`config.mk`:
```
export PLATFORM = sky130hd
export DESIGN_NAME = fpAddTop
export DESIGN_NICKNAME = d
export VERILOG_FILES = /design/src/fpPkg.sv /design/src/apbRegisterFile.sv /design/src/exponentAlign.sv /design/src/mantissaAddNormalize.sv /design/src/roundPack.sv /design/src/fpAddTop.sv
export SDC_FILE = /design/constraint.sdc
export NUM_CORES = 1
export LEC_CHECK = 0
export BUFFER_PORTS_ARGS = -buffer_cell sky130_fd_sc_hd__buf_2
export CORE_ASPECT_RATIO = 0.7
export CORE_MARGIN = 3
export CORE_UTILIZATION = 38
export CTS_CLUSTER_SIZE = 25
export DETAILED_ROUTE_END_ITERATION = 12
export PLACE_DENSITY = 0.52
export SYNTH_ARGS = -nofsm -noshare
export SYNTH_HDL_FRONTEND = slang
export SYNTH_HIERARCHICAL = 1
export SYNTH_SLANG_ARGS = --single-unit
export TNS_END_PERCENT = 1
```
`constraint.sdc`:
```
create_clock -name clk -period 6.3 [get_ports clk]
set_input_delay 0.945 -clock clk [delete_from_list [all_inputs] [get_ports clk]]
set_output_delay 0.945 -clock clk [all_outputs]
set_load 0.01 [all_outputs]
```
`src/fpPkg.sv`:
```
// Floating-point adder package with the float, pipeline stage and APB types and the register map
package fpPkg;

    // Bus address as carried on the wire, each slave decodes only its low bits
    localparam int apbPaddrWidth = 32;

    typedef struct packed {
        logic        sign;
        logic [7:0]  exponent;
        logic [22:0] mantissa;
    } floatWord;

    typedef struct packed {
        logic        signA;
        logic        signB;              // Already flipped for subtract
        logic [7:0]  exponentOut;
        logic [23:0] alignedMantissaA;   // Hidden one included
        logic [23:0] alignedMantissaB;
        logic        guardBit;
        logic        roundBit;
        logic        stickyBit;
        logic        specialValid;
        floatWord    specialResult;
    } alignedPair;

    typedef struct packed {
        logic              sign;
        logic signed [9:0] exponent;     // Wide enough to show underflow and overflow
        logic [23:0]       mantissa;
        logic              guardBit;
        logic              roundBit;
        logic              stickyBit;
        logic              isZero;
        logic              specialValid;
        floatWord          specialResult;
    } normalizedSum;

    typedef struct packed {
        logic                     psel;
        logic                     penable;
        logic                     pwrite;
        logic [apbPaddrWidth-1:0] paddr;
        logic [31:0]              pwdata;
    } apbRequest;

    typedef struct packed {
        logic [31:0] prdata;
        logic        pready;
        logic        pslverr;
    } apbResponse;

    // Register offsets
    localparam logic [7:0] regOperandA = 8'h00;
    localparam logic [7:0] regOperandB = 8'h04;
    localparam logic [7:0] regControl  = 8'h08;
    localparam logic [7:0] regStatus   = 8'h0C;
    localparam logic [7:0] regResult   = 8'h10;

    // Field positions in control and status
    localparam int controlStart    = 0;
    localparam int controlSubtract = 1;
    localparam int statusDone      = 0;
    localparam int statusSpecial   = 1;

    localparam logic [31:0] quietNan = 32'h7FC00000;

endpackage

```
`src/apbRegisterFile.sv`:
```
`timescale 1ns/1ps
// APB register file holding operands, control, status and the captured sum, issues start pulses
module apbRegisterFile #(
    parameter int apbAddrWidth = 8
) (
    input  logic              clk,
    input  logic              rstN,
    input  fpPkg::apbRequest  apbIn,
    output fpPkg::apbResponse apbOut,
    output logic              issue,
    output fpPkg::floatWord   operandA,
    output fpPkg::floatWord   operandB,
    output logic              subtract,
    input  fpPkg::floatWord   result,
    input  logic              resultValid,
    input  logic              resultSpecial
);

    logic [apbAddrWidth-1:0] addr;
    logic                    transfer;
    logic                    writeEn;
    logic                    hitOperandA;
    logic                    hitOperandB;
    logic                    hitControl;
    logic                    hitStatus;
    logic                    hitResult;
    logic                    mapped;
    logic                    startWrite;
    logic                    done;
    logic                    special;
    fpPkg::floatWord         resultReg;

    assign addr     = apbIn.paddr[apbAddrWidth-1:0];
    assign transfer = apbIn.psel & apbIn.penable;   // No wait states, so access phase completes
    assign writeEn  = transfer & apbIn.pwrite;

    assign hitOperandA = (addr == apbAddrWidth'(fpPkg::regOperandA));
    assign hitOperandB = (addr == apbAddrWidth'(fpPkg::regOperandB));
    assign hitControl  = (addr == apbAddrWidth'(fpPkg::regControl));
    assign hitStatus   = (addr == apbAddrWidth'(fpPkg::regStatus));
    assign hitResult   = (addr == apbAddrWidth'(fpPkg::regResult));
    assign mapped      = hitOperandA | hitOperandB | hitControl | hitStatus | hitResult;

    assign startWrite = writeEn & hitControl & apbIn.pwdata[fpPkg::controlStart];

    // Read mux and error response
    always_comb
    begin
        apbOut.prdata = '0;
        if (hitOperandA)
            apbOut.prdata = operandA;
        else if (hitOperandB)
            apbOut.prdata = operandB;
        else if (hitControl)
            apbOut.prdata[fpPkg::controlSubtract] = subtract;   // Start always reads 0
        else if (hitStatus)
        begin
            apbOut.prdata[fpPkg::statusDone]    = done;
            apbOut.prdata[fpPkg::statusSpecial] = special;
        end
        else if (hitResult)
            apbOut.prdata = resultReg;
        apbOut.pready  = 1'b1;
        // Status and result are read only
        apbOut.pslverr = transfer & (~mapped | (apbIn.pwrite & (hitStatus | hitResult)));
    end

    always_ff @(posedge clk or negedge rstN)
    begin
        if (!rstN)
        begin
            operandA  <= '0;
            operandB  <= '0;
            subtract  <= 1'b0;
            issue     <= 1'b0;
            done      <= 1'b0;
            special   <= 1'b0;
            resultReg <= '0;
        end
        else
        begin
            issue <= startWrite;                        // One cycle after the start write
            if (writeEn && hitOperandA)
                operandA <= apbIn.pwdata;
            if (writeEn && hitOperandB)
                operandB <= apbIn.pwdata;
            if (writeEn && hitControl)
                subtract <= apbIn.pwdata[fpPkg::controlSubtract];
            if (resultValid)
                resultReg <= result;                    // Later results overwrite in order
            if (startWrite)
            begin
                done    <= 1'b0;
                special <= 1'b0;
            end
            else if (resultValid)
            begin
                done    <= 1'b1;
                special <= resultSpecial;
            end
        end
    end

endmodule

```
`src/exponentAlign.sv`:
```
`timescale 1ns/1ps
// First adder stage that classifies operands and aligns the smaller mantissa to the larger exponent
module exponentAlign (
    input  logic              clk,
    input  logic              rstN,
    input  logic              issue,
    input  fpPkg::floatWord   operandA,
    input  fpPkg::floatWord   operandB,
    input  logic              subtract,
    output fpPkg::alignedPair aligned,
    output logic              alignedValid
);

    fpPkg::alignedPair alignNext;
    logic              signBEffective;
    logic              maxExpA;
    logic              maxExpB;
    logic              nanA;
    logic              nanB;
    logic              infA;
    logic              infB;
    logic [23:0]       mantA;
    logic [23:0]       mantB;
    logic              aLarger;
    logic [7:0]        expDiff;
    logic [4:0]        shiftAmount;
    logic [23:0]       smallMant;
    logic [49:0]       shifted;

    assign signBEffective = operandB.sign ^ subtract;

    // Exponent 255 is infinity or NaN
    assign maxExpA = (operandA.exponent == 8'hFF);
    assign maxExpB = (operandB.exponent == 8'hFF);
    assign nanA    = maxExpA && (operandA.mantissa != '0);
    assign nanB    = maxExpB && (operandB.mantissa != '0);
    assign infA    = maxExpA && (operandA.mantissa == '0);
    assign infB    = maxExpB && (operandB.mantissa == '0);

    // Exponent zero flushes to zero and any other exponent gets the hidden one
    assign mantA = (operandA.exponent == 8'h00) ? 24'h0 : {1'b1, operandA.mantissa};
    assign mantB = (operandB.exponent == 8'h00) ? 24'h0 : {1'b1, operandB.mantissa};

    assign aLarger = (operandA.exponent >= operandB.exponent);
    assign expDiff = aLarger ? operandA.exponent - operandB.exponent
                             : operandB.exponent - operandA.exponent;

    // A shift of 26 already pushes every bit into sticky
    assign shiftAmount = (expDiff > 8'd26) ? 5'd26 : expDiff[4:0];
    assign smallMant   = aLarger ? mantB : mantA;
    assign shifted     = {smallMant, 26'b0} >> shiftAmount;

    always_comb
    begin
        alignNext.signA       = operandA.sign;
        alignNext.signB       = signBEffective;
        alignNext.exponentOut = aLarger ? operandA.exponent : operandB.exponent;

        // Larger operand passes unshifted
        alignNext.alignedMantissaA = aLarger ? mantA : shifted[49:26];
        alignNext.alignedMantissaB = aLarger ? shifted[49:26] : mantB;
        alignNext.guardBit         = shifted[25];
        alignNext.roundBit         = shifted[24];
        alignNext.stickyBit        = |shifted[23:0];

        alignNext.specialValid = maxExpA | maxExpB;
        if (nanA || nanB || (infA && infB && (operandA.sign != signBEffective)))
            alignNext.specialResult = fpPkg::quietNan;
        else if (infA)
            alignNext.specialResult = {operandA.sign, 8'hFF, 23'h0};
        else
            alignNext.specialResult = {signBEffective, 8'hFF, 23'h0};   // Only used with B infinite
    end

    always_ff @(posedge clk or negedge rstN)
    begin
        if (!rstN)
        begin
            alignedValid <= 1'b0;
            aligned      <= '0;
        end
        else
        begin
            alignedValid <= issue;
            if (issue)
                aligned <= alignNext;
        end
    end

endmodule

```
`src/mantissaAddNormalize.sv`:
```
`timescale 1ns/1ps
// Second adder stage that adds or subtracts aligned mantissas and normalizes the sum
module mantissaAddNormalize (
    input  logic                clk,
    input  logic                rstN,
    input  fpPkg::alignedPair   aligned,
    input  logic                alignedValid,
    output fpPkg::normalizedSum sum,
    output logic                sumValid
);

    fpPkg::normalizedSum sumNext;
    logic [2:0]          grs;
    logic                grsOnA;
    logic [26:0]         fullA;
    logic [26:0]         fullB;
    logic [27:0]         total;
    logic                aBigger;
    logic [26:0]         difference;
    logic [26:0]         normalized;
    logic [4:0]          leadingZeros;
    logic signed [9:0]   baseExponent;

    assign grs = {aligned.guardBit, aligned.roundBit, aligned.stickyBit};

    // The shifted operand is the one with the smaller mantissa, so it owns the extra bits
    assign grsOnA = (aligned.alignedMantissaA < aligned.alignedMantissaB);
    assign fullA  = {aligned.alignedMantissaA, grsOnA ? grs : 3'b000};
    assign fullB  = {aligned.alignedMantissaB, grsOnA ? 3'b000 : grs};

    assign total      = {1'b0, fullA} + {1'b0, fullB};
    assign aBigger    = (fullA >= fullB);
    assign difference = aBigger ? fullA - fullB : fullB - fullA;

    // Leading-zero count where the highest set bit wins
    always_comb
    begin
        leadingZeros = 5'd0;
        for (int i = 0; i < 27; i++)
        begin
            if (difference[i])
                leadingZeros = 5'(26 - i);
        end
    end

    assign normalized   = difference << leadingZeros;
    assign baseExponent = $signed({2'b00, aligned.exponentOut});

    always_comb
    begin
        sumNext.specialValid  = aligned.specialValid;
        sumNext.specialResult = aligned.specialResult;
        if (aligned.signA == aligned.signB)
        begin
            sumNext.sign   = aligned.signA;
            sumNext.isZero = (total == '0);
            if (total[27])
            begin
                // Carry out shifts right once
                sumNext.exponent  = baseExponent + 10'sd1;
                sumNext.mantissa  = total[27:4];
                sumNext.guardBit  = total[3];
                sumNext.roundBit  = total[2];
                sumNext.stickyBit = total[1] | total[0];
            end
            else
            begin
                sumNext.exponent  = baseExponent;
                sumNext.mantissa  = total[26:3];
                sumNext.guardBit  = total[2];
                sumNext.roundBit  = total[1];
                sumNext.stickyBit = total[0];
            end
        end
        else
        begin
            sumNext.sign      = aBigger ? aligned.signA : aligned.signB;   // Sign of larger magnitude
            sumNext.isZero    = (difference == '0);
            sumNext.exponent  = baseExponent - $signed({5'b0, leadingZeros});
            sumNext.mantissa  = normalized[26:3];
            sumNext.guardBit  = normalized[2];
            sumNext.roundBit  = normalized[1];
            sumNext.stickyBit = normalized[0];
        end
    end

    always_ff @(posedge clk or negedge rstN)
    begin
        if (!rstN)
        begin
            sumValid <= 1'b0;
            sum      <= '0;
        end
        else
        begin
            sumValid <= alignedValid;
            if (alignedValid)
                sum <= sumNext;
        end
    end

endmodule

```
`src/roundPack.sv`:
```
`timescale 1ns/1ps
// Last adder stage that rounds to nearest even, resolves special cases and packs the float
module roundPack (
    input  logic                clk,
    input  logic                rstN,
    input  fpPkg::normalizedSum sum,
    input  logic                sumValid,
    output fpPkg::floatWord     result,
    output logic                resultValid,
    output logic                resultSpecial
);

    fpPkg::floatWord   resultNext;
    logic              specialNext;
    logic              roundUp;
    logic [24:0]       rounded;
    logic signed [9:0] finalExponent;
    logic [22:0]       fraction;

    // Ties go to the even mantissa
    assign roundUp = sum.guardBit & (sum.roundBit | sum.stickyBit | sum.mantissa[0]);
    assign rounded = {1'b0, sum.mantissa} + 25'(roundUp);

    // Carry out of the increment leaves 1.0 and bumps the exponent
    assign finalExponent = $signed(sum.exponent) + $signed({9'b0, rounded[24]});
    assign fraction      = rounded[24] ? rounded[23:1] : rounded[22:0];

    always_comb
    begin
        specialNext = 1'b0;
        if (sum.specialValid)
        begin
            resultNext  = sum.specialResult;
            specialNext = 1'b1;
        end
        else if (sum.isZero || finalExponent < 10'sd1)
            resultNext = '0;                                    // Cancellation or underflow
        else if (finalExponent > 10'sd254)
        begin
            resultNext  = {sum.sign, 8'hFF, 23'h0};
            specialNext = 1'b1;
        end
        else
            resultNext = {sum.sign, finalExponent[7:0], fraction};
    end

    always_ff @(posedge clk or negedge rstN)
    begin
        if (!rstN)
        begin
            resultValid   <= 1'b0;
            result        <= '0;
            resultSpecial <= 1'b0;
        end
        else
        begin
            resultValid <= sumValid;
            if (sumValid)
            begin
                result        <= resultNext;
                resultSpecial <= specialNext;
            end
        end
    end

endmodule

```
`src/fpAddTop.sv`:
```
`timescale 1ns/1ps
// APB floating-point adder top, register file feeding the three-stage add pipeline
module fpAddTop #(
    parameter int apbAddrWidth = 8
) (
    input  logic              clk,
    input  logic              rstN,
    input  fpPkg::apbRequest  apbIn,
    output fpPkg::apbResponse apbOut
);

    logic                issue;
    fpPkg::floatWord     operandA;
    fpPkg::floatWord     operandB;
    logic                subtract;
    fpPkg::alignedPair   aligned;
    logic                alignedValid;
    fpPkg::normalizedSum sum;
    logic                sumValid;
    fpPkg::floatWord     result;
    logic                resultValid;
    logic                resultSpecial;

    apbRegisterFile #(
        .apbAddrWidth(apbAddrWidth)
    ) i_registerFile (
        .clk          (clk),
        .rstN         (rstN),
        .apbIn        (apbIn),
        .apbOut       (apbOut),
        .issue        (issue),
        .operandA     (operandA),
        .operandB     (operandB),
        .subtract     (subtract),
        .result       (result),
        .resultValid  (resultValid),
        .resultSpecial(resultSpecial)
    );

    // Pipeline, one register per stage
    exponentAlign i_align (
        .clk         (clk),
        .rstN        (rstN),
        .issue       (issue),
        .operandA    (operandA),
        .operandB    (operandB),
        .subtract    (subtract),
        .aligned     (aligned),
        .alignedValid(alignedValid)
    );

    mantissaAddNormalize i_addNormalize (
        .clk         (clk),
        .rstN        (rstN),
        .aligned     (aligned),
        .alignedValid(alignedValid),
        .sum         (sum),
        .sumValid    (sumValid)
    );

    roundPack i_roundPack (
        .clk          (clk),
        .rstN         (rstN),
        .sum          (sum),
        .sumValid     (sumValid),
        .result       (result),
        .resultValid  (resultValid),
        .resultSpecial(resultSpecial)
    );

endmodule

```
==> summary by stage <==
Clock tree
The count of hold-fix buffers inserted at cts is 0. Clock-pin slew was measured on the worst setup and hold paths at 0.08 ns. The maximum number of buffers from clock root to sink is 3. Clock tree synthesis selected as its root buffer the cell sky130_fd_sc_hd__clkbuf_16. The clock latency on the worst-skew pair is 0.60 ns. TritonCTS built the clock tree. TritonCTS created 28 clock buffers. The tree built by TritonCTS fans out to 273 sinks. In this run the number of H-tree levels came out at 1.

Floorplanning
The die is 313 um wide. The effective utilization at floorplan is 0.385. In this run the standard cell core region covers 65,000 um2.

The number of I/O pins is 103. In this run the core area contains 78 standard-cell rows. The die outline area is 69,100 um2. Measured along the y axis, the die boundary spans roughly 220 um.

Route
The detailed-route wire length per cell is 27.3 um. The first-pass iteration count of the detailed router is 6. The total number of vias is roughly 26,000. The routed design has 114,000 um of wire.

The detailed router finished its first iteration with 3,080 violations. Once detail routing completed, the nets flagged for antenna violations numbered 0. Using the TritonRoute via totals, the vias-per-cell ratio works out to 6.28.

In the routed design, unresolved DRC markers number 0.

Logic synthesis
After synthesis the netlist holds a flip-flop and latch count of 273. In this run the mean area of a mapped cell was 8.25 um2. Yosys attributes the largest share of cell area to sky130_fd_sc_hd__dfrtp_1, sky130_fd_sc_hd__ha_1, sky130_fd_sc_hd__mux2_2. The post-synthesis instance area is 25,100 um2. Summed over all instances, the cell type with the most area after synthesis is sky130_fd_sc_hd__dfrtp_1. The proportion of register bits with asynchronous set or reset after synthesis is 1.00. The proportion of netlist area held by the largest area contributor is 0.273. Yosys mapped a number of flops with a built-in enable equal to 0. The most frequently used flop master after synthesis is sky130_fd_sc_hd__dfrtp_1.

The distinct cell type count of the synthesized netlist is 131. After technology mapping, the gate count stands at 3,037. For this run, the register share of the synthesized area comes to 0.273.

The count of synthesis-stage warnings from yosys is 6.

STA
The worst-case headroom to the max-slew limit is 0.214. The final-report hold violation count was 0. The worst-margin pin slew is 1.18 ns. The sum of negative setup slack is 0 ns. The final max-slew violation count was 0. The final setup skew is 0.0146 ns.

The clock period minus worst slack is approximately 6 ns. For this run, the top clock speed supported by timing is about 160 MHz. Setup repair after global routing could not meet its margin everywhere. Setup violations remaining at the end of the flow were counted as 0. Of the available clock period, the critical path in the final layout requires 0.967.

Placement
The global placer's final weighted congestion is 1.02. Summed over all nets, the half-perimeter wirelength after detailed placement is 89,800 um. The count of buffers added on input and output ports is 77.

Min path
The tightest min-delay check is of the input port to asynchronous set/reset pin type.

Setup path
In this run the register-to-register setup slack is 0.21 ns. The launch instance of the worst register-to-register path is i_align/aligned[57]$_DFFE_PN0P_. The kind of end point of the critical path is a register.

Data on the critical path is required at its endpoint by 6.77 ns. The arrival time reported for the critical path endpoint is 6.56 ns. The critical setup path kind is register to register. The terminus of the critical flop-to-flop path is i_addNormalize/sum[68]$_DFFE_PN0P_.

The sort of element at the start of the critical path is a register. The critical-path maximum fanout is 10. Measured in cells, the most critical reg-to-reg path has a length of 24.

Layout
The final layout net count is ~3,400. Of the cells placed in the final design, the portion with a size suffix greater than 1 is 0.219. For this run, the share of the core covered by cells in the final layout is 0.448. Relative to the synthesized area, the layout overhead comes to 16.3%.

Global route
The met1 track utilization from global routing is 0.498. The overall track demand over capacity in global routing is 0.315. The global-route met2 utilization is 0.415. The initial antenna violation count came to 2. The layer with the highest usage after global routing is met1. The number of global-route vias before repair was 24,000. The pin count of the biggest net entering global routing is 146. Global routing finished with a remaining overflow of 0. For this run, global-route usage on met3 was measured as 0.0944. The first global-routing pass estimated approximately 160,000 um of wire.

Power and ir drop
The post-layout total power is 7210 uW. Of the total power, combinational logic draws 0.502. For this design the ratio of total power to cell area is between 200 and 250 nW/um2. The worst-case vdd ir drop is 234 uV. The internal power contribution is 4120 uW. The analysis attributes to net switching a power of 3080 uW.

Of the total power, the share spent switching nets is 0.428. In this run the static leakage power is 0.0132 uW. The share of total power dissipated in sequential elements is 0.249.

Of the total power, the clock network draws 0.249.

Run status
The flow ran to the end, and the final reports show no timing, DRC or antenna violations.

Flow run
The number of violations of the max-capacitance limit is 0.
## cells by family (layout without fill, tap and decap cells)
| family | after synthesis | in the layout | synth area share |
|---|---|---|---|
| adder cells (fa/ha/maj) | 105 | 105 | 0.0533 |
| AO/OA/AOI/OAI | 971 | 971 | 0.268 |
| flip-flops | 273 | 273 | 0.273 |
| AND/OR/NAND/NOR | 1001 | 1001 | 0.198 |
| XOR/XNOR | 90 | 90 | 0.0318 |
| multiplexers | 223 | 223 | 0.108 |
| other | 2 | 24 | 0.000300 |
| buffers and inverters | 372 | 598 | 0.0688 |
## flip-flops by register name, summed over array words and instances, names as in the netlist
register,cells
i_addNormalize/sum,72
i_align/aligned,65
i_registerFile/operandA,32
i_registerFile/operandB,32
i_registerFile/resultReg,32
i_roundPack/result,32
i_addNormalize/sumValid,1
i_align/alignedValid,1
i_registerFile/done,1
i_registerFile/issue,1
i_registerFile/special,1
i_registerFile/subtract,1
i_roundPack/resultSpecial,1
i_roundPack/resultValid,1
## critical path, stage by stage (launching register included)
cell	delay [ns]
sky130_fd_sc_hd__dfrtp_1	0.42
sky130_fd_sc_hd__inv_1	0.06
sky130_fd_sc_hd__ha_1	0.42
sky130_fd_sc_hd__buf_4	0.21
sky130_fd_sc_hd__and4_1	0.27
sky130_fd_sc_hd__a21o_1	0.34
sky130_fd_sc_hd__buf_4	0.25
sky130_fd_sc_hd__or3_1	0.37
sky130_fd_sc_hd__o22ai_1	0.45
sky130_fd_sc_hd__mux2i_2	0.26
sky130_fd_sc_hd__xnor2_1	0.44
sky130_fd_sc_hd__nand3_1	0.16
sky130_fd_sc_hd__o311ai_1	0.35
sky130_fd_sc_hd__a41oi_1	0.16
sky130_fd_sc_hd__buf_4	0.18
sky130_fd_sc_hd__nor3_4	0.14
sky130_fd_sc_hd__inv_2	0.09
sky130_fd_sc_hd__ha_1	0.30
sky130_fd_sc_hd__a21o_1	0.19
sky130_fd_sc_hd__a21oi_1	0.15
sky130_fd_sc_hd__o21ai_0	0.12
sky130_fd_sc_hd__nor3_1	0.14
sky130_fd_sc_hd__a31oi_1	0.07
sky130_fd_sc_hd__xnor2_1	0.15
sky130_fd_sc_hd__mux2_2	0.26
## what timing repair did
item                       CTS  global route
resized for setup            0            18
buffers inserted             0             4
setup endpoints to repair    0            33
## power groups by stage
stage | clock [uW] | sequential (uW) | combinational (uW)
after CTS | 1830 | 1790 | 3460
final | 1790 | 1800 | 3620
after detailed placement | 0 | 1830 | 3450
after floorplan | 0 | 1820 | 2050
after global routing | 1900 | 1800 | 3840
after global placement | 0 | 1830 | 3450
## area by class of cell
class	count	area [um2]
fill	6609	35900
multi-input combinational	2413	16700
sequential	273	6840
timing repair buffer	401	2970
tap	880	1100
clock buffer	43	847
inverter	145	544
clock inverter	9	136
antenna	1	2.50
## worst max path at each step
stage                                     from                            endpoint  slack (ns)  cells after the start
2_1_floorplan  i_align/aligned[47]$_DFFE_PN0P_  i_addNormalize/sum[68]$_DFFE_PN0P_        0.74                     29
3_3_place_gp   i_align/aligned[53]$_DFFE_PN0P_  i_addNormalize/sum[65]$_DFFE_PN0P_        0.18                     24
3_5_place_dp   i_align/aligned[71]$_DFFE_PN0P_  i_addNormalize/sum[33]$_DFFE_PN0P_        0.09                     25
4_1_cts        i_align/aligned[71]$_DFFE_PN0P_  i_addNormalize/sum[33]$_DFFE_PN0P_        0.05                     25
5_1_grt        i_align/aligned[42]$_DFFE_PN0P_  i_addNormalize/sum[42]$_DFFE_PN0P_      -0.006                     20
6_report       i_align/aligned[57]$_DFFE_PN0P_  i_addNormalize/sum[68]$_DFFE_PN0P_        0.21                     24
## synth_stat cells (11+ instances only)
master                      instances
sky130_fd_sc_hd__o21ai_0          172
sky130_fd_sc_hd__o22ai_1           27
sky130_fd_sc_hd__inv_1            140
sky130_fd_sc_hd__and4_1            16
sky130_fd_sc_hd__or4_1             12
sky130_fd_sc_hd__xnor2_1           69
sky130_fd_sc_hd__nand3_1           97
sky130_fd_sc_hd__a211oi_1          43
sky130_fd_sc_hd__a2bb2oi_1         32
sky130_fd_sc_hd__dfrtp_1          273
sky130_fd_sc_hd__or3_1             16
sky130_fd_sc_hd__a31oi_1           84
sky130_fd_sc_hd__a221oi_1          18
sky130_fd_sc_hd__nor3_1            88
sky130_fd_sc_hd__nand2b_1          14
sky130_fd_sc_hd__o21bai_1          20
sky130_fd_sc_hd__nor4_1            35
sky130_fd_sc_hd__clkbuf_1         109
sky130_fd_sc_hd__o221ai_1          17
sky130_fd_sc_hd__nand4_1           60
sky130_fd_sc_hd__o2111ai_1         12
sky130_fd_sc_hd__nor2_1           251
sky130_fd_sc_hd__buf_2             51
sky130_fd_sc_hd__nand2_1          289
sky130_fd_sc_hd__and3_1            33
sky130_fd_sc_hd__o21ai_1           26
sky130_fd_sc_hd__a32oi_1           11
sky130_fd_sc_hd__a21oi_1          200
sky130_fd_sc_hd__buf_4             43
sky130_fd_sc_hd__nor2b_1           12
sky130_fd_sc_hd__mux2i_1           60
sky130_fd_sc_hd__xor2_1            20
sky130_fd_sc_hd__buf_1             13
sky130_fd_sc_hd__ha_1             102
sky130_fd_sc_hd__o31ai_1           21
sky130_fd_sc_hd__mux2_4            60
sky130_fd_sc_hd__o21a_1            27
sky130_fd_sc_hd__and2_1            17
sky130_fd_sc_hd__a21o_1            38
sky130_fd_sc_hd__mux2_2            98
sky130_fd_sc_hd__o211ai_1          66
## through the flow
stage / std cells / area [um2] / hold slack, ns / setup WS, ns
after floorplan: 3058 / 25100 / 0.352 / 0.744
after global placement: 4108 / 28000 / 0.462 / 0.176
after detailed placement: 4108 / 28000 / 0.467 / 0.0912
after CTS: 4160 / 29000 / 0.479 / 0.0450
after global routing: 4164 / 29100 / 0.489 / -0.00637
final: 4165 / 29100 / 0.412 / 0.211
## cells in the final DEF, fill, tap and decap left out, drive strengths merged, types with 12 or more instances in the layout
| cell | n |
|---|---|
| buf | 401 |
| nand2 | 292 |
| dfrtp | 273 |
| nor2 | 254 |
| a21oi | 207 |
| o21ai | 202 |
| mux2 | 159 |
| inv | 147 |
| ha | 102 |
| nand3 | 100 |
| nor3 | 93 |
| a31oi | 86 |
| xnor2 | 69 |
| o211ai | 67 |
| mux2i | 62 |
| nand4 | 61 |
| a211oi | 46 |
| clkbuf | 43 |
| nor4 | 41 |
| a21o | 38 |
| and3 | 33 |
| a2bb2oi | 33 |
| o31ai | 28 |
| o21a | 27 |
| o22ai | 27 |
| conb | 23 |
| xor2 | 21 |
| o221ai | 21 |
| o21bai | 20 |
| a221oi | 20 |
| and2 | 19 |
| and4 | 17 |
| or3 | 17 |
| nand2b | 14 |
| o311ai | 13 |
| nor2b | 12 |
| o2111ai | 12 |
| or4 | 12 |
## layer usage
layer	part of all wire	vias up	wire (um)
met4	0.020	0	2230
met5	0	-	0
met2	0.38	1265	43800
met1	0.49	13000	55300
met3	0.11	129	12500
li1	-	11700	-
Power figures use the tool's default switching activity.
